<file path="config.mk">
export PLATFORM = sky130hd
export DESIGN_NAME = fp_add_top
export DESIGN_NICKNAME = d
export VERILOG_FILES = /design/src/hdl/fp_add_pkg.sv /design/src/hdl/fp_classify.sv /design/src/hdl/fp_preadder.sv /design/src/hdl/fp_mant_adder.sv /design/src/hdl/fp_round_pack.sv /design/src/hdl/fp_add_top.sv
export VERILOG_INCLUDE_DIRS = /design/src /design/src/hdl
export SDC_FILE = /design/constraint.sdc
export NUM_CORES = 1
export LEC_CHECK = 0
export ABC_AREA = 1
export BUFFER_PORTS_ARGS = -buffer_cell sky130_fd_sc_hd__buf_2
export CAP_MARGIN = 15
export CORE_MARGIN = 3
export CORE_UTILIZATION = 25
export CTS_CLUSTER_SIZE = 40
export DETAILED_ROUTE_END_ITERATION = 16
export GPL_TIMING_DRIVEN = 0
export REMOVE_ABC_BUFFERS = 1
export SYNTH_ARGS = -nofsm -noshare
export SYNTH_HDL_FRONTEND = slang
export SYNTH_SLANG_ARGS = --single-unit
</file>
<file path="constraint.sdc">
create_clock -name clk -period 8.25 [get_ports clk]
set_input_delay 0.825 -clock clk [delete_from_list [all_inputs] [get_ports clk]]
set_output_delay 0.825 -clock clk [all_outputs]
set_load 0.02 [all_outputs]
</file>
<file path="src/hdl/fp_add_cfg.svh">
`ifndef FP_ADD_CFG_SVH
`define FP_ADD_CFG_SVH

//////////////////////////////////////////////////
// IEEE 754 single precision field layout
//////////////////////////////////////////////////

`define FP_EXP_W 8    // Biased exponent field
`define FP_FRAC_W 23  // Stored fraction field

// Hidden bit, 23 fraction bits, guard, round, two sticky
`define FP_MANT_W 28

`define FP_BIAS 127

// Quiet NaN returned for every invalid case
`define FP_QNAN 32'h7FC0_0000

`endif

</file>
<file path="src/hdl/fp_add_pkg.sv">
package fp_add_pkg;

  `include "fp_add_cfg.svh"

  //////////////////////////////////////////////////
  // Vector types
  //////////////////////////////////////////////////
  typedef logic [`FP_EXP_W+`FP_FRAC_W:0] fp_word_t;   // Raw IEEE word
  typedef logic [`FP_EXP_W-1:0] fp_exp_t;              // Biased exponent
  typedef logic signed [`FP_EXP_W+1:0] fp_exp_wide_t;  // Working exponent
  typedef logic [`FP_MANT_W-1:0] fp_mant_t;            // Extended mantissa
  typedef logic [`FP_MANT_W:0] fp_sum_t;               // Mantissa sum with carry

  // Operand class codes
  typedef enum logic [2:0] {
    ZERO = 3'b000,
    SUB  = 3'b001,
    INF  = 3'b010,
    NAN  = 3'b011,
    NORM = 3'b100
  } fp_class_e;

  //////////////////////////////////////////////////
  // Stage records
  //////////////////////////////////////////////////
  typedef struct packed {
    logic      sign;
    fp_class_e cls;
    fp_exp_t   exp;    // Subnormals and zero carry 1 here
    fp_mant_t  mant;
  } fp_unpacked_s;

  typedef struct packed {
    logic     big_sign;
    logic     small_sign;
    fp_exp_t  exp;         // Common exponent of the pair
    fp_mant_t big_mant;
    fp_mant_t small_mant;  // Already aligned, sticky in bit 0
    logic     any_nan;
    logic     big_inf;
    logic     both_inf_opp;
  } fp_aligned_s;

  typedef struct packed {
    logic         sign;
    fp_exp_wide_t exp;
    fp_mant_t     mant;
    logic         zero;    // Exact zero sum
    logic         any_nan;
    logic         big_inf;
    logic         both_inf_opp;
  } fp_norm_s;

endpackage

</file>
<file path="src/hdl/fp_classify.sv">
`include "fp_add_cfg.svh"

module fp_classify (
  input  fp_add_pkg::fp_word_t     word,
  output fp_add_pkg::fp_unpacked_s op
);

  fp_add_pkg::fp_exp_t    exp_f;
  logic [`FP_FRAC_W-1:0]  frac_f;
  logic                   exp_ones;
  logic                   exp_zero;
  logic                   frac_zero;

  assign exp_f     = word[`FP_EXP_W+`FP_FRAC_W-1:`FP_FRAC_W];
  assign frac_f    = word[`FP_FRAC_W-1:0];
  assign exp_ones  = &exp_f;
  assign exp_zero  = ~|exp_f;
  assign frac_zero = ~|frac_f;

  always_comb begin
    op.sign = word[`FP_EXP_W+`FP_FRAC_W];

    if (exp_ones) begin
      op.cls = frac_zero ? fp_add_pkg::INF : fp_add_pkg::NAN;
    end else if (exp_zero) begin
      op.cls = frac_zero ? fp_add_pkg::ZERO : fp_add_pkg::SUB;
    end else begin
      op.cls = fp_add_pkg::NORM;
    end

    // Zero and subnormal share the scale of exponent 1
    op.exp = exp_zero ? fp_add_pkg::fp_exp_t'(1) : exp_f;

    // Hidden bit only for normal numbers
    op.mant = {~exp_zero & ~exp_ones, frac_f, 4'b0000};
  end

endmodule

</file>
<file path="src/hdl/fp_preadder.sv">
`include "fp_add_cfg.svh"

module fp_preadder (
  input  fp_add_pkg::fp_unpacked_s a_op,
  input  fp_add_pkg::fp_unpacked_s b_op,
  output fp_add_pkg::fp_aligned_s  aligned
);

  //////////////////////////////////////////////////
  // Magnitude ordering
  //////////////////////////////////////////////////
  logic                     exp_a_gt;
  logic                     exp_equal;
  logic                     mant_a_ge;
  logic                     a_is_big;
  fp_add_pkg::fp_unpacked_s big_op;
  fp_add_pkg::fp_unpacked_s small_op;

  assign exp_a_gt  = a_op.exp > b_op.exp;
  assign exp_equal = a_op.exp == b_op.exp;
  assign mant_a_ge = a_op.mant >= b_op.mant;

  // Ties go to a, the sum is the same either way
  assign a_is_big = exp_a_gt || (exp_equal && mant_a_ge);

  assign big_op   = a_is_big ? a_op : b_op;
  assign small_op = a_is_big ? b_op : a_op;

  //////////////////////////////////////////////////
  // Alignment of the smaller mantissa
  //////////////////////////////////////////////////
  fp_add_pkg::fp_exp_t  exp_diff;
  logic [4:0]           shift_amt;
  fp_add_pkg::fp_mant_t shifted;
  fp_add_pkg::fp_mant_t lost_mask;
  logic                 sticky;

  assign exp_diff = big_op.exp - small_op.exp;  // Never negative after the swap

  // Past the mantissa width everything lands in sticky
  assign shift_amt = (exp_diff > `FP_MANT_W) ? 5'(`FP_MANT_W) : exp_diff[4:0];

  assign shifted   = small_op.mant >> shift_amt;
  assign lost_mask = ~(fp_add_pkg::fp_mant_t'('1) << shift_amt);
  assign sticky    = |(small_op.mant & lost_mask);

  //////////////////////////////////////////////////
  // Special class flags
  //////////////////////////////////////////////////
  logic a_nan;
  logic b_nan;
  logic a_inf;
  logic b_inf;

  assign a_nan = a_op.cls == fp_add_pkg::NAN;
  assign b_nan = b_op.cls == fp_add_pkg::NAN;
  assign a_inf = a_op.cls == fp_add_pkg::INF;
  assign b_inf = b_op.cls == fp_add_pkg::INF;

  //////////////////////////////////////////////////
  // Output record
  //////////////////////////////////////////////////
  always_comb begin
    aligned.big_sign   = big_op.sign;
    aligned.small_sign = small_op.sign;
    aligned.exp        = big_op.exp;
    aligned.big_mant   = big_op.mant;

    // Sticky folds into the lowest bit
    aligned.small_mant = {shifted[`FP_MANT_W-1:1], shifted[0] | sticky};

    aligned.any_nan = a_nan | b_nan;

    // Infinity has the top exponent so it always ends up as big
    aligned.big_inf = big_op.cls == fp_add_pkg::INF;

    aligned.both_inf_opp = a_inf & b_inf & (a_op.sign ^ b_op.sign);
  end

endmodule

</file>
<file path="src/hdl/fp_mant_adder.sv">
`include "fp_add_cfg.svh"

module fp_mant_adder (
  input  fp_add_pkg::fp_aligned_s aligned,
  output fp_add_pkg::fp_norm_s    norm
);

  logic                     eff_sub;
  fp_add_pkg::fp_sum_t      raw_sum;
  logic                     carry;
  logic                     sum_zero;
  fp_add_pkg::fp_exp_wide_t exp_in;

  assign eff_sub = aligned.big_sign ^ aligned.small_sign;

  // Big is at least small, so the difference stays non-negative
  assign raw_sum = eff_sub ?
                   {1'b0, aligned.big_mant} - {1'b0, aligned.small_mant} :
                   {1'b0, aligned.big_mant} + {1'b0, aligned.small_mant};

  assign carry    = raw_sum[`FP_MANT_W];
  assign sum_zero = ~|raw_sum;
  assign exp_in   = fp_add_pkg::fp_exp_wide_t'(aligned.exp);

  //////////////////////////////////////////////////
  // Leading zero count and shift limit
  //////////////////////////////////////////////////
  logic [4:0]          lzc;
  fp_add_pkg::fp_exp_t shift_lim;
  logic [4:0]          norm_shift;

  always_comb begin
    lzc = 5'(`FP_MANT_W);  // All zero
    for (int i = 0; i < `FP_MANT_W; i++) begin
      if (raw_sum[i]) lzc = 5'(`FP_MANT_W - 1 - i);
    end
  end

  // Exponent may not drop below 1, the rest stays subnormal
  assign shift_lim  = aligned.exp - fp_add_pkg::fp_exp_t'(1);
  assign norm_shift = (lzc > shift_lim) ? shift_lim[4:0] : lzc;

  //////////////////////////////////////////////////
  // Normalized result
  //////////////////////////////////////////////////
  always_comb begin
    norm.any_nan      = aligned.any_nan;
    norm.big_inf      = aligned.big_inf;
    norm.both_inf_opp = aligned.both_inf_opp;
    norm.zero         = sum_zero;

    // Exact cancellation gives +0, infinity keeps its own sign
    norm.sign = (sum_zero & eff_sub & ~aligned.big_inf) ? 1'b0 : aligned.big_sign;

    if (carry) begin
      norm.mant = {raw_sum[`FP_MANT_W:2], raw_sum[1] | raw_sum[0]};  // Keep sticky
      norm.exp  = exp_in + 10'sd1;
    end else begin
      norm.mant = raw_sum[`FP_MANT_W-1:0] << norm_shift;
      norm.exp  = exp_in - fp_add_pkg::fp_exp_wide_t'(norm_shift);
    end
  end

endmodule

</file>
<file path="src/hdl/fp_round_pack.sv">
`include "fp_add_cfg.svh"

module fp_round_pack (
  input  fp_add_pkg::fp_norm_s norm,
  output fp_add_pkg::fp_word_t result
);

  localparam int KEEP_W  = `FP_MANT_W - 4;   // Hidden bit plus fraction
  localparam int EXP_MAX = 2 * `FP_BIAS + 1; // All-ones exponent

  //////////////////////////////////////////////////
  // Round to nearest even
  //////////////////////////////////////////////////
  logic                     lsb;
  logic                     guard;
  logic                     rest;
  logic                     round_up;
  logic [KEEP_W:0]          rounded;
  logic [KEEP_W-1:0]        kept;
  fp_add_pkg::fp_exp_wide_t exp_r;
  fp_add_pkg::fp_exp_t      pack_exp;

  assign lsb      = norm.mant[4];
  assign guard    = norm.mant[3];
  assign rest     = |norm.mant[2:0];
  assign round_up = guard & (rest | lsb);  // Ties go to even

  assign rounded = {1'b0, norm.mant[`FP_MANT_W-1:4]} + (KEEP_W + 1)'(round_up);

  // Carry out of rounding leaves 1.000..., shift and bump exponent
  assign kept  = rounded[KEEP_W] ? rounded[KEEP_W:1] : rounded[KEEP_W-1:0];
  assign exp_r = norm.exp + fp_add_pkg::fp_exp_wide_t'(rounded[KEEP_W]);

  // No hidden bit at exponent 1 packs as subnormal
  assign pack_exp = kept[KEEP_W-1] ? exp_r[`FP_EXP_W-1:0] : '0;

  //////////////////////////////////////////////////
  // Special cases and packing
  //////////////////////////////////////////////////
  logic [`FP_EXP_W+`FP_FRAC_W-1:0] inf_mag;

  assign inf_mag = {{`FP_EXP_W{1'b1}}, {`FP_FRAC_W{1'b0}}};

  always_comb begin
    if (norm.any_nan || norm.both_inf_opp) begin
      result = `FP_QNAN;
    end else if (norm.big_inf) begin
      result = {norm.sign, inf_mag};
    end else if (norm.zero) begin
      // Sign already reduced to the AND of the operand signs
      result = {norm.sign, {(`FP_EXP_W + `FP_FRAC_W){1'b0}}};
    end else if (exp_r >= EXP_MAX) begin
      result = {norm.sign, inf_mag};  // Overflow
    end else begin
      result = {norm.sign, pack_exp, kept[`FP_FRAC_W-1:0]};
    end
  end

endmodule

</file>
<file path="src/hdl/fp_add_top.sv">
module fp_add_top (
  input  logic                 clk,
  input  logic                 rst,
  input  logic                 in_valid,
  input  fp_add_pkg::fp_word_t a,
  input  fp_add_pkg::fp_word_t b,
  output logic                 out_valid,
  output fp_add_pkg::fp_word_t sum
);

  fp_add_pkg::fp_unpacked_s a_op;
  fp_add_pkg::fp_unpacked_s b_op;
  fp_add_pkg::fp_aligned_s  aligned;
  fp_add_pkg::fp_aligned_s  s1_aligned;  // Stage 1 register
  fp_add_pkg::fp_norm_s     norm;
  fp_add_pkg::fp_norm_s     s2_norm;     // Stage 2 register
  fp_add_pkg::fp_word_t     result;
  logic [2:0]               valid_q;

  //////////////////////////////////////////////////
  // Datapath
  //////////////////////////////////////////////////
  fp_classify u_class_a (.word(a), .op(a_op));
  fp_classify u_class_b (.word(b), .op(b_op));

  fp_preadder u_preadder (
    .a_op    (a_op),
    .b_op    (b_op),
    .aligned (aligned)
  );

  fp_mant_adder u_mant_adder (
    .aligned (s1_aligned),
    .norm    (norm)
  );

  fp_round_pack u_round_pack (
    .norm   (s2_norm),
    .result (result)
  );

  //////////////////////////////////////////////////
  // Pipeline registers
  //////////////////////////////////////////////////
  always_ff @(posedge clk) begin
    s1_aligned <= aligned;
    s2_norm    <= norm;
    sum        <= result;  // Output register
  end

  always_ff @(posedge clk) begin
    if (rst) begin
      valid_q <= '0;
    end else begin
      valid_q <= {valid_q[1:0], in_valid};
    end
  end

  assign out_valid = valid_q[2];

endmodule

</file>
* After elaboration in Yosys (flattened, before gate mapping)
Cells that the tools add are included. Widths: inputs -> output; s select.
Cells by class: $add $sub $neg 8, $lt $le $gt $ge 5, equality and inequality tests 6, shift-type cells 3, multiplexer cells 49, bitwise logic cells 18, reductions and logical operators 15
Operator list (count):
- $mux 5 | 18
- $mux 40 | 2
- $mux 31 | 2
- $reduce_or 23->1 | 2
- $mux 38 | 1
- $mux 4 | 8
- $add 28x28->29 | 1
- $mux 29 | 1
- $reduce_or 29->1 | 1
- $sub 28x28->29 | 1
- $and 28x28->28 | 1
- $ge 28x28->1 | 1
- $not 28->28 | 1
- $reduce_or 28->1 | 1
- $shl 28x5->28 | 1
- $shl 28x5->28 const A | 1
- $shr 28x5->28 | 1
- $add 24x1->25 | 1
- $mux 24 | 1
- $mux 3 | 8
- $mux 8 | 3
- $mux 23 | 1
- $reduce_and 8->1 | 2
- $reduce_or 8->1 | 2
- other kinds (22) | 42
Storage, ports and cells: register bits 147, output and inout port bits 33, word-level logic and storage cells 124

* Logic depth before layout (Yosys ltp)
Gate-level depths: netlist of the first run.
depth in word-level cells 34, mapped depth 59, gate-level depth less buffers 57

* Hierarchy
A second synthesis of the first run with hierarchy kept.
Unflattened totals: cell total of the unflattened synthesis 2409, area, all modules 14380.0 um^2
Modules (own cells, without submodules):
- fp_mant_adder | times used 1, cells an instance 921, area each 4901.0 um^2
- fp_preadder | times used 1, cells an instance 846, area each 4150.2 um^2
- fp_add_top | times used 1, cells an instance 153, area each 2965.3 um^2
- fp_round_pack | times used 1, cells an instance 329, area each 1515.2 um^2
- fp_classify | times used 2, cells an instance 80, area each 424.2 um^2

* Worst setup path after synthesis of the first run
No wires, ideal clock.
path kind register -> register, start point reg s1_aligned[3] (netlist bit), end point reg s2_norm[38] (netlist bit), arrival 6389 ps, path slack 1752 ps, stages on the path, launching flop included 47, buffers on the path 1, clock period less this slack 6498 ps, cell sequence dfxtp_1 inv_1 ha_1 nand2_1 nor4_1 nand2_1 nor3_1 inv_1 nor4_1 a21oi_1 xnor2_1 ha_1 nand2_1 inv_1 a21boi_0 o21ai_4 a21o_2 nand2_1 [... 11 more ...] a211oi_1 nand3_1 inv_1 nand2_1 nand2_2 buf_2 ha_1 inv_1 fa_1 nand3_1 and2_1 inv_1 nand2_1 nand4_1 nand2_1 nand2_1 nand2_1 inv_1
RTL lines:
- start, declared | line fp_add_top.sv:14 | fp_add_pkg::fp_aligned_s s1_aligned;
- start signal, assigned | line fp_add_top.sv:46 | s1_aligned <= aligned;
- end signal, assigned | line fp_add_top.sv:47 | s2_norm <= norm;
- end, declared | line fp_add_top.sv:16 | fp_add_pkg::fp_norm_s s2_norm;

==> results of run 1 <==
metal layers:
layer,track usage,routed length [um],vias to the layer above
met4,0.0415,1020,0
li1,-,-,6720
met3,0.0155,2090,60
met2,0.233,17600,423
met1,0.195,18100,5667
met5,0,0,-
power by group through the flow:
stage          Clock, mW  Sequential (mW)  Combinational [mW]
3_3_place_gp           0             1.04                3.19
2_1_floorplan          0             1.11                2.32
5_1_grt            0.863             1.06                3.76
3_5_place_dp           0             1.05                3.20
6_report           0.809             1.03                3.33
4_1_cts            0.833             1.03                3.22
sequential cells by signal, summed over array words and instances (netlist names):
signal / cells
sum: 32
s1_aligned: 65
s2_norm: 43
valid_q: 3
worst reg2reg max path, delay by kind of cell (launching register included):
family,cells,cell delay (ns)
AOI/OAI and AO/OA,3,0.63
xor gates and xnor gates,2,0.40
adders and majority gates,5,1.54
buffers and inverters,6,0.61
DFF,1,0.36
and+or+nand+nor,29,3.87
final cells by class:
cell class / count / area [um^2] / share of cell area
well taps: 664 / 831 / 0.0583
repair buffers: 103 / 566 / 0.0397
diodes: 1 / 2.50 / 0.000176
clock inverters: 13 / 175 / 0.0123
multi-input cells: 1524 / 8310 / 0.583
clock buffers: 19 / 453 / 0.0318
inverters: 276 / 1050 / 0.0735
flip-flops and latches: 143 / 2860 / 0.201
repair_timing:
item,4_1_cts,5_1_grt
pin swaps,0,4
gates resized for setup,3,15
buffers inserted,0,1
endpoints found under the setup margin,13,35
cloned,0,3
synthesized netlist by cell type, types with 4 or more instances:
| cell | number | area (um^2) |
|---|---|---|
| sky130_fd_sc_hd__xnor2_1 | 23 | 201 |
| sky130_fd_sc_hd__o21ai_1 | 33 | 165 |
| sky130_fd_sc_hd__nand2_1 | 513 | 1930 |
| sky130_fd_sc_hd__buf_4 | 9 | 67.6 |
| sky130_fd_sc_hd__nor2_1 | 119 | 447 |
| sky130_fd_sc_hd__a211oi_1 | 7 | 52.6 |
| sky130_fd_sc_hd__or2_2 | 10 | 62.6 |
| sky130_fd_sc_hd__nand3_2 | 15 | 150 |
| sky130_fd_sc_hd__nand4_1 | 36 | 225 |
| sky130_fd_sc_hd__o211ai_1 | 19 | 143 |
| sky130_fd_sc_hd__nor2_2 | 5 | 31.3 |
| sky130_fd_sc_hd__nor3_1 | 37 | 185 |
| sky130_fd_sc_hd__nand3b_1 | 6 | 45.0 |
| sky130_fd_sc_hd__inv_1 | 259 | 972 |
| sky130_fd_sc_hd__nor4_1 | 13 | 81.3 |
| sky130_fd_sc_hd__nor2_4 | 4 | 45.0 |
| sky130_fd_sc_hd__ha_1 | 75 | 938 |
| sky130_fd_sc_hd__clkbuf_1 | 34 | 128 |
| sky130_fd_sc_hd__a21oi_1 | 73 | 365 |
| sky130_fd_sc_hd__buf_6 | 10 | 113 |
| sky130_fd_sc_hd__nand3_1 | 311 | 1560 |
| sky130_fd_sc_hd__nand2_2 | 25 | 156 |
| sky130_fd_sc_hd__dfxtp_1 | 143 | 2860 |
| sky130_fd_sc_hd__o21ai_0 | 99 | 495 |
| sky130_fd_sc_hd__xor2_1 | 45 | 394 |
| sky130_fd_sc_hd__buf_2 | 16 | 80.1 |
| sky130_fd_sc_hd__inv_2 | 17 | 63.8 |
how the worst max path moves through the flow:
stage	startpoint	to	slack, ns	depth (start not counted)
final	s1_aligned[3]$_DFF_P_	s2_norm[38]$_DFF_P_	0.74	45
after global routing	s1_aligned[3]$_DFF_P_	s2_norm[39]$_DFF_P_	0.003	45
after CTS	s1_aligned[3]$_DFF_P_	s2_norm[39]$_DFF_P_	0.04	45
after detailed placement	s1_aligned[3]$_DFF_P_	s2_norm[38]$_DFF_P_	-0.61	45
after global placement	a[24]	s1_aligned[3]$_DFF_P_	-1.46	36
after floorplan	s1_aligned[3]$_DFF_P_	s2_norm[38]$_DFF_P_	1.07	45
logic make-up (layout without fill, tap and decap cells):
logic type	Yosys count	count (layout)	synth area share
other	0	1	0
AND/OR/NAND/NOR	1109	1111	0.403
adder cells (fa/ha/maj)	76	76	0.0766
flip-flops	143	143	0.229
AO/OA/AOI/OAI	262	263	0.119
buffers and inverters	349	411	0.116
XOR/XNOR	74	74	0.0572
stage by stage:
step / std cells / hold WS [ns]
final: 2743 / 0.328
after global routing: 2743 / 0.346
after CTS: 2737 / 0.328
after detailed placement: 2705 / 0.312
after global placement: 2703 / 0.316
after floorplan: 1940 / 0.310
==> impl_results.md, run 1 <==
* Setup slack at placement at -0.613 ns
* Global placement routability congestion at just over 0.9
* Synth cell types at 61
* Largest delay share family, worst path: simple AND/OR/NAND/NOR gates
* Aggregate global-route resource usage at 0.141
* Share of synthesized area occupied by flip-flops and latches at 0.229
* Clk sink count at 143
* Vias post-DR at roughly 13000
* Number of failing setup endpoints in the final timing report at 0
* Count of endpoints failing hold in the final timing report at 0
* Reg power frac at 0.200
* Synth-to-Final Area Change at 13.8%
* Cell Area, Synth at approximately 13000 um^2
* Worst reg2reg path depth at 45
* GRT overflow at 0
* Die span in y at between 200 and 250 um
* Standard cell core area at ~49000 um^2
* Net switching power at between 2 and 3 mW
* Worst path required time at ~8.6 ns
* Delay of the slowest critical-path stage at 0.39 ns
* Number of cells on the worst hold path at 0
* Most frequent cell on the critical path: sky130_fd_sc_hd__nand2_1
* Pwr/cell area at roughly 360 nW/um^2
* Final #Nets at ~2200
* Post-CTS clock slew at the launch and capture registers of the worst setup and hold paths at ~0.07 ns
* Final Slew Violations at 0
* Launch point of the worst hold path: s1_aligned[0]$_DFF_P_
* RSZ-0062 raised after global routing: false
* I/O pins at 100
* Avg Synthesized Cell Area at 6.22 um^2
* Share of final-layout standard cells stronger than drive strength 1 at 0.117
* Largest net degree at the start of global routing at between 70 and 80
* Number of buffer cells added on primary ports at about 100
* Maximum buffer depth of the clock tree at 2
* TritonCTS clock tree: built
* Combinational share of power at 0.644
* Leak Pwr at 7.08 nW
* Post-CTS Hold Fix Bufs at 0
* Final core utilization at 0.290
* Worst reg2reg setup slack at between 0.7 and 0.8 ns
* Die Area at between 50000 and 60000 um^2
* Initial Utilization at 0.255
* Number of design rule violations left after detail routing at 0
* MaxCap Viol Count at 0
* Crit. End Element: register
* Critical-path top delay cell: sky130_fd_sc_hd__fa_1
* Worst setup path class: reg2reg
* Half-perimeter wire length after detailed placement at approximately 31 mm
* Part of the power in the clock network at 0.156
* Critical Path Fanout Max at 31
* Setup crit start kind: register
* TritonCTS Buffers at 17
* Standard-cell rows at 81
* WL/cell at 14.2 um
* Signal arrival time at the worst endpoint at roughly 7.8 ns
* Worst IR Drop VDD at between 0.00015 and 0.0002 V
* Number of synthesized flops with an enable pin at 0
* PnR worst setup slack at about 0.74 ns
* Clock insertion delay at the later pin of the skew report at 0.43 ns
* Vias per std cell at between 4 and 5
* Fraction of synthesis flops using an asynchronous set or reset pin at 0
* Instance count of the mapped netlist at slightly above 2000
* Iteration count of the initial detailed-routing pass at 6
* Hold Path Sink: s2_norm[0]$_DFF_P_
* Vias in the first global route at about 12000
* Min Tclk post-route at 7.51 ns
* Total design power at roughly 5.2 mW
* Count of antenna-violating nets left after detailed routing at 0
* Initial antenna violation count at 2
* Yosys Warn Count at 0
* Commonest cells after routing, fill and taps aside: sky130_fd_sc_hd__nand2_1, sky130_fd_sc_hd__nand3_1, sky130_fd_sc_hd__inv_1
* CP bufs+invs at 6
* Final instance area at 14200 um^2
* DRC violation total after the first TritonRoute iteration at between 1000 and 1500
* Setup TNS at 0 ns
* Commonest register cell after synthesis: sky130_fd_sc_hd__dfxtp_1
* Most common library cell in the layout ignoring fill and taps: sky130_fd_sc_hd__nand2_1
* Power Internal at roughly 2.5 mW
* Seq cells post-synth at roughly 140
* Master cell of the clock root buffer: sky130_fd_sc_hd__clkbuf_16
* Source of the worst register-to-register timing path: s1_aligned[3]$_DFF_P_
* Wire length of the first global-routing pass at 61.4 mm
* Switching Fraction at 0.518
* Worst clock skew on the final layout at about 0.015 ns
* Count of fill cells added during filler insertion at 5516
* Achievable Freq at about 130 MHz
* Final wirelength at ~39 mm
* Die boundary width at between 200 and 250 um
* Type of the most critical hold path: reg2reg
* Placement Cell Area at 13500 um^2
* Status: finished clean
* Max-slew headroom at 0.292
* Htree depth at 4
* End of the worst register-to-register path: s2_norm[38]$_DFF_P_
* Fraction of the cycle the final worst path needs at 0.910
* Worst slew pin tran at 1.06 ns
(Power assumes the default switching activity.)
==> inputs of run 2 (changes only) <==
CORE_ASPECT_RATIO = 2   (was not set)
==> run 2 against run 1 <==
Net effect:
- sequential share of layout area hardly changed
- maximum frequency is 1.4% lower
- wire length is 14% higher
- non-clock buffer count grew 5
- worst hold slack lost 0.0043 ns
- critical endpoint is now s1_aligned[3]$_DFF_P_
==> impl_results.md, run 2 (synthesized netlist as in run 1, its figures left out) <==
* Status: finished clean
* Commonest cells after routing, fill and taps aside: sky130_fd_sc_hd__nand2_1, sky130_fd_sc_hd__nand3_1, sky130_fd_sc_hd__inv_1
* Initial antenna violation count at 3
* MaxCap Viol Count at 0
* Number of standard cells in the layout, taps in and fillers out at 2730
* Die span in y at 322 um
* Delay of the slowest critical-path stage at between 0.4 and 0.5 ns
* Leak Pwr at a little over 7 nW
* TritonCTS clock tree: built
* Reg power frac at 0.198
* Total design power at about 5.2 mW
* Number of design rule violations left after detail routing at 0
* Vias per std cell at 4.85
* Worst reg2reg setup slack at roughly 0.76 ns
* Worst clock skew on the final layout at about 0.008 ns
* Seq. cell area at roughly 2900 um^2
* Wire length of the first global-routing pass at 65.9 mm
* Number of failing setup endpoints in the final timing report at 0
* Final Slew Violations at 0
* Top register by number of flip-flops: s1_aligned
* Combined area of the multi-input logic cells at approximately 8400 um^2
* CP bufs+invs at 6
* Master cell of the clock root buffer: sky130_fd_sc_hd__clkbuf_16
* Switching Fraction at 0.519
* GRT overflow at 0
* Post-CTS Hold Fix Bufs at 0
* Top Registers: s1_aligned x65, s2_norm x43, sum x32
* Setup crit start kind: input pin
* Global placement routability congestion at roughly 1.0
* Pwr/cell area at around 370 nW/um^2
* Type of the most critical hold path: reg2reg
* Post-CTS clock slew at the launch and capture registers of the worst setup and hold paths at 0.06 ns
* Synth-to-Final Area Change at 14.1%
* Most frequent cell on the critical path: sky130_fd_sc_hd__nand2_1
* Crit. End Element: register
* Number of buffer cells added on primary ports at slightly below 100
* Largest delay share family, worst path: simple AND/OR/NAND/NOR gates
* Min Tclk post-route at between 7 and 8 ns
* Fraction of the cycle the final worst path needs at 0.923
* DRC violation total after the first TritonRoute iteration at 808
* Flip-flop count of the largest register, all copies and words added at 65
* Htree depth at 4
* Combinational share of power at 0.650
* Clock insertion delay at the later pin of the skew report at between 0.4 and 0.5 ns
* TritonCTS Buffers at 17
* Power Internal at 2.51 mW
* Net switching power at roughly 2.7 mW
* Clk sink count at between 100 and 150
* Achievable Freq at 131 MHz
* Critical-path top delay cell: sky130_fd_sc_hd__xor2_2
* Worst slew pin tran at roughly 1.1 ns
* Maximum buffer depth of the clock tree at 2
* Count of endpoints failing hold in the final timing report at 0
* Final #Nets at ~2200
* Standard-cell rows at 115
* Vias in the first global route at about 13000
* Worst IR Drop VDD at between 0.00015 and 0.0002 V
* Worst path required time at around 8.6 ns
* Iteration count of the initial detailed-routing pass at 7
* Die boundary width at 164 um
* Vias post-DR at roughly 13000
* Die Area at about 53000 um^2
* Share of final-layout standard cells stronger than drive strength 1 at 0.119
* Part of the power in the clock network at 0.152
* I/O pins at 100
* Initial Utilization at 0.254
* Placed Cells at roughly 2700
* Standard cell core area at 49400 um^2
* Half-perimeter wire length after detailed placement at roughly 36 mm
* Worst setup path class: in2reg
* WL/cell at between 15 and 20 um
* Critical Path Fanout Max at 103
* Final core utilization at 0.289
* Signal arrival time at the worst endpoint at just under 8 ns
* Count of antenna-violating nets left after detailed routing at 0
* Largest net degree at the start of global routing at between 100 and 150
* Count of fill cells added during filler insertion at about 5600
* Aggregate global-route resource usage at 0.160
* Most common library cell in the layout ignoring fill and taps: sky130_fd_sc_hd__nand2_1
* Max-slew headroom at 0.241
* Final wirelength at 44.1 mm
[run 2: routing by layer]
| layer | GRT usage | part of all wire | vias to the layer above | wire length [um] |
|---|---|---|---|---|
| met5 | 0 | 0 | - | 0 |
| met4 | 0.123 | 0.090 | 0 | 3980 |
| met3 | 0.0185 | 0.036 | 163 | 1580 |
| met2 | 0.322 | 0.56 | 394 | 24700 |
| met1 | 0.138 | 0.31 | 5931 | 13800 |
| li1 | - | - | 6746 | - |
[run 2: metrics by stage]
stage / TNS [ns] / hold slack [ns] / cell area, um^2 / worst slack (ns)
after global routing: -0.0572 / 0.327 / 14300 / -0.0439
final: 0 / 0.324 / 14300 / 0.635
after CTS: -0.00305 / 0.326 / 14100 / -0.00305
after detailed placement: -6.85 / 0.313 / 13400 / -0.776
after floorplan: 0 / 0.310 / 12100 / 1.07
after global placement: -47.93 / 0.312 / 13400 / -1.78
[run 2: what timing repair did]
| item | 4_1_cts | 5_1_grt |
|---|---|---|
| gates resized for setup | 5 | 16 |
| cloned | 0 | 5 |
| pin swaps | 0 | 8 |
| buffers inserted | 0 | 6 |
| setup endpoints to repair | 37 | 54 |
[run 2: cell type report]
| cell class | count | share of cell area |
|---|---|---|
| Multi-Input combinational cell | 1526 | 0.585 |
| Inverter | 276 | 0.0730 |
| Timing Repair Buffer | 108 | 0.0412 |
| Tap cell | 643 | 0.0563 |
| Antenna cell | 3 | 0.000526 |
| Clock buffer | 22 | 0.0339 |
| Clock inverter | 9 | 0.00920 |
| Sequential cell | 143 | 0.200 |
[run 2: worst paths after layout]
kind / from / cells after the start / endpoint
setup / recovery: a[24] / 35 / s1_aligned[3]$_DFF_P_
hold / removal: s1_aligned[0]$_DFF_P_ / 0 / s2_norm[0]$_DFF_P_
setup reg to reg: s1_aligned[3]$_DFF_P_ / 44 / s2_norm[38]$_DFF_P_
hold reg to reg: s1_aligned[0]$_DFF_P_ / 0 / s2_norm[0]$_DFF_P_
[run 2: power by group through the flow]
| stage | clock [mW] | sequential (mW) | combinational [mW] |
|---|---|---|---|
| after detailed placement | 0 | 1.05 | 3.25 |
| after floorplan | 0 | 1.11 | 2.32 |
| after CTS | 0.812 | 1.03 | 3.27 |
| after global routing | 0.834 | 1.06 | 3.80 |
| after global placement | 0 | 1.05 | 3.24 |
| final | 0.791 | 1.03 | 3.39 |
==> inputs of run 3 (changes only) <==
BUFFER_PORTS_ARGS = not set   (was -buffer_cell sky130_fd_sc_hd__buf_2)
CORE_MARGIN = not set   (was 3)
DONT_BUFFER_PORTS = 1   (was not set)
==> run 3 against run 2 <==
Net effect:
- sequential power is 12% higher
- cell count decreased by 3.7%
- critical path depth is 10 higher
- clock skew about the same
- worst hold slack improved by 0.0023 ns
- critical endpoint is now s2_norm[38]$_DFF_P_
- largest cell class unchanged
- largest power group unchanged
- highest routed layer unchanged
==> impl_results.md, run 3 (synthesized netlist as in run 1, its figures left out) <==
* Status: finished clean
* Clk sink count at roughly 140
* Crit. End Element: register
* Routed wl met3 at 1.45 mm
* Post-CTS clock slew at the launch and capture registers of the worst setup and hold paths at 0.06 ns
* Half-perimeter wire length after detailed placement at about 37 mm
* Worst IR Drop VDD at ~0.00020 V
* Aggregate global-route resource usage at 0.174
* MaxCap Viol Count at 0
* Placement Cell Area at 13000 um^2
* WL/cell at 17.2 um
* Count of endpoints failing hold in the final timing report at 0
* Standard-cell rows at ~120
* Worst path required time at 8.60 ns
* Htree depth at 4
* Worst clock skew on the final layout at between 0.008 and 0.009 ns
* Share of final-layout standard cells stronger than drive strength 1 at 0.0751
* Signal arrival time at the worst endpoint at roughly 8 ns
* Max-slew headroom at 0.142
* Largest net degree at the start of global routing at between 60 and 70
* Vias post-DR at about 13000
* Diode insertion count for antenna repair at 0
* Leak Pwr at about 6.7 nW
* Top register by number of flip-flops: s1_aligned
* Initial antenna violation count at 0
* Setup crit start kind: register
* Maximum buffer depth of the clock tree at 2
* Fraction of the cycle the final worst path needs at 0.931
* Critical-path top delay cell: sky130_fd_sc_hd__fa_1
* Initial Utilization at 0.254
* Clock insertion delay at the later pin of the skew report at 0.44 ns
* Top Registers: s1_aligned x65, s2_norm x43, sum x32
* I/O pins at 100
* Die Area at approximately 51000 um^2
* RSZ-0062 raised after global routing: true
* Placed Cells at 2585
* Master cell of the clock root buffer: sky130_fd_sc_hd__clkbuf_16
* Die span in y at about 320 um
* Iteration count of the initial detailed-routing pass at 5
* TritonCTS Buffers at 17
* Global placement routability congestion at 0.977
* Smallest hold slack at roughly 0.33 ns
* Count of antenna-violating nets left after detailed routing at 0
* Type of the most critical hold path: reg2reg
* Final Slew Violations at 0
* Wire length of the first global-routing pass at 68.1 mm
* Pwr/cell area at ~370 nW/um^2
* Vias in the first global route at roughly 13000
* Standard cell core area at between 40000 and 50000 um^2
* Most frequent cell on the critical path: sky130_fd_sc_hd__nand2_1
* Vias per std cell at 4.95
* Post-CTS Hold Fix Bufs at 0
* Die boundary width at approximately 160 um
* Delay of the slowest critical-path stage at about 0.4 ns
* TritonCTS clock tree: built
* Final instance area at roughly 14000 um^2
* Achievable Freq at approximately 130 MHz
* Final #Nets at around 2100
* Number of design rule violations left after detail routing at 0
* Final wirelength at around 45 mm
* Final core utilization at 0.278
* Min Tclk post-route at ~7.7 ns
* Synth-to-Final Area Change at 9.71%
* Flip-flop count of the largest register, all copies and words added at 65
* Routed wl met2 at roughly 25 mm
* Count of fill cells added during filler insertion at approximately 5500
* Worst slew pin tran at around 1.3 ns
* Commonest cells after routing, fill and taps aside: sky130_fd_sc_hd__nand2_1, sky130_fd_sc_hd__nand3_1, sky130_fd_sc_hd__inv_1
* Routed length on met1 at 15.0 mm
* Most common library cell in the layout ignoring fill and taps: sky130_fd_sc_hd__nand2_1
* DRC violation total after the first TritonRoute iteration at approximately 900
* GRT overflow at 0
* Total design power at between 5 and 6 mW
* Max layer used: met4
* Number of failing setup endpoints in the final timing report at 0
* Number of buffer cells added on primary ports at 0
* Critical Path Fanout Max at 32
* Number of standard cells in the layout, taps in and fillers out at ~2600
* Worst setup path class: reg2reg
run 3: changes by cell type in the layout (fill, tap and decap cells not counted), sizes merged:
| cell | previous run | this run |
|---|---|---|
| nand2 | 543 | 541 |
| clkinvlp | 3 | 5 |
| buf | 108 | 11 |
| clkinv | 3 | 4 |
| inv | 276 | 274 |
| diode | 3 | 0 |
| nor3 | 40 | 39 |
run 3: area by class of cell:
cell class | instances | area, um^2 | area share
clock buffers | 22 | 464 | 0.0338
clock inverters | 10 | 136 | 0.00993
inverters | 276 | 1050 | 0.0763
multi-input cells | 1523 | 8300 | 0.604
flip-flops and latches | 143 | 2860 | 0.208
well taps | 643 | 805 | 0.0586
repair buffers | 11 | 123 | 0.00893
run 3: worst max-delay path, delay by kind of cell, from the launching register on:
kind,cells,cell delay (ns)
buf+inv,6,0.61
fa+ha+maj,5,1.56
simple gates,28,4.05
compound gates,4,0.58
xor+xnor,2,0.40
flops,1,0.37
run 3: path summary, 6_finish.rpt:
path | startpoint | end | slack, ns | depth (start not counted)
max | s1_aligned[3]$_DFF_P_ | s2_norm[38]$_DFF_P_ | 0.57 | 45
min | s1_aligned[0]$_DFF_P_ | s2_norm[0]$_DFF_P_ | 0.33 | 0
max reg2reg | s1_aligned[3]$_DFF_P_ | s2_norm[38]$_DFF_P_ | 0.57 | 45
min reg2reg | s1_aligned[0]$_DFF_P_ | s2_norm[0]$_DFF_P_ | 0.33 | 0
run 3: metrics by stage:
step                      TNS (ns)  worst slack, ns
final                            0            0.572
after global routing       -0.0121          -0.0121
after CTS                  -0.0100          -0.0100
after detailed placement     -7.36           -0.752
after global placement      -39.87            -1.88
after floorplan                  0             1.07
run 3: power breakdown:
group	total (mW)	internal, mW	switching, mW
Combinational	3.19	1.02	2.17
Sequential	1.15	0.914	0.232
Clock	0.778	0.489	0.289
Total	5.11	2.42	2.69
run 3: what timing repair did:
item                                    4_1_cts  5_1_grt
hold endpoints to repair                      0        0
buffers inserted                              0        8
gates resized for setup                       6       11
endpoints found under the setup margin       35       37
pin swaps                                     0        5
cloned                                        0        2
run 3: per-layer routing:
| layer | global-route usage | vias up |
|---|---|---|
| li1 | - | 6527 |
| met1 | 0.155 | 5977 |
| met2 | 0.347 | 389 |
| met3 | 0.0198 | 127 |
| met4 | 0.132 | 0 |
| met5 | 0 | - |
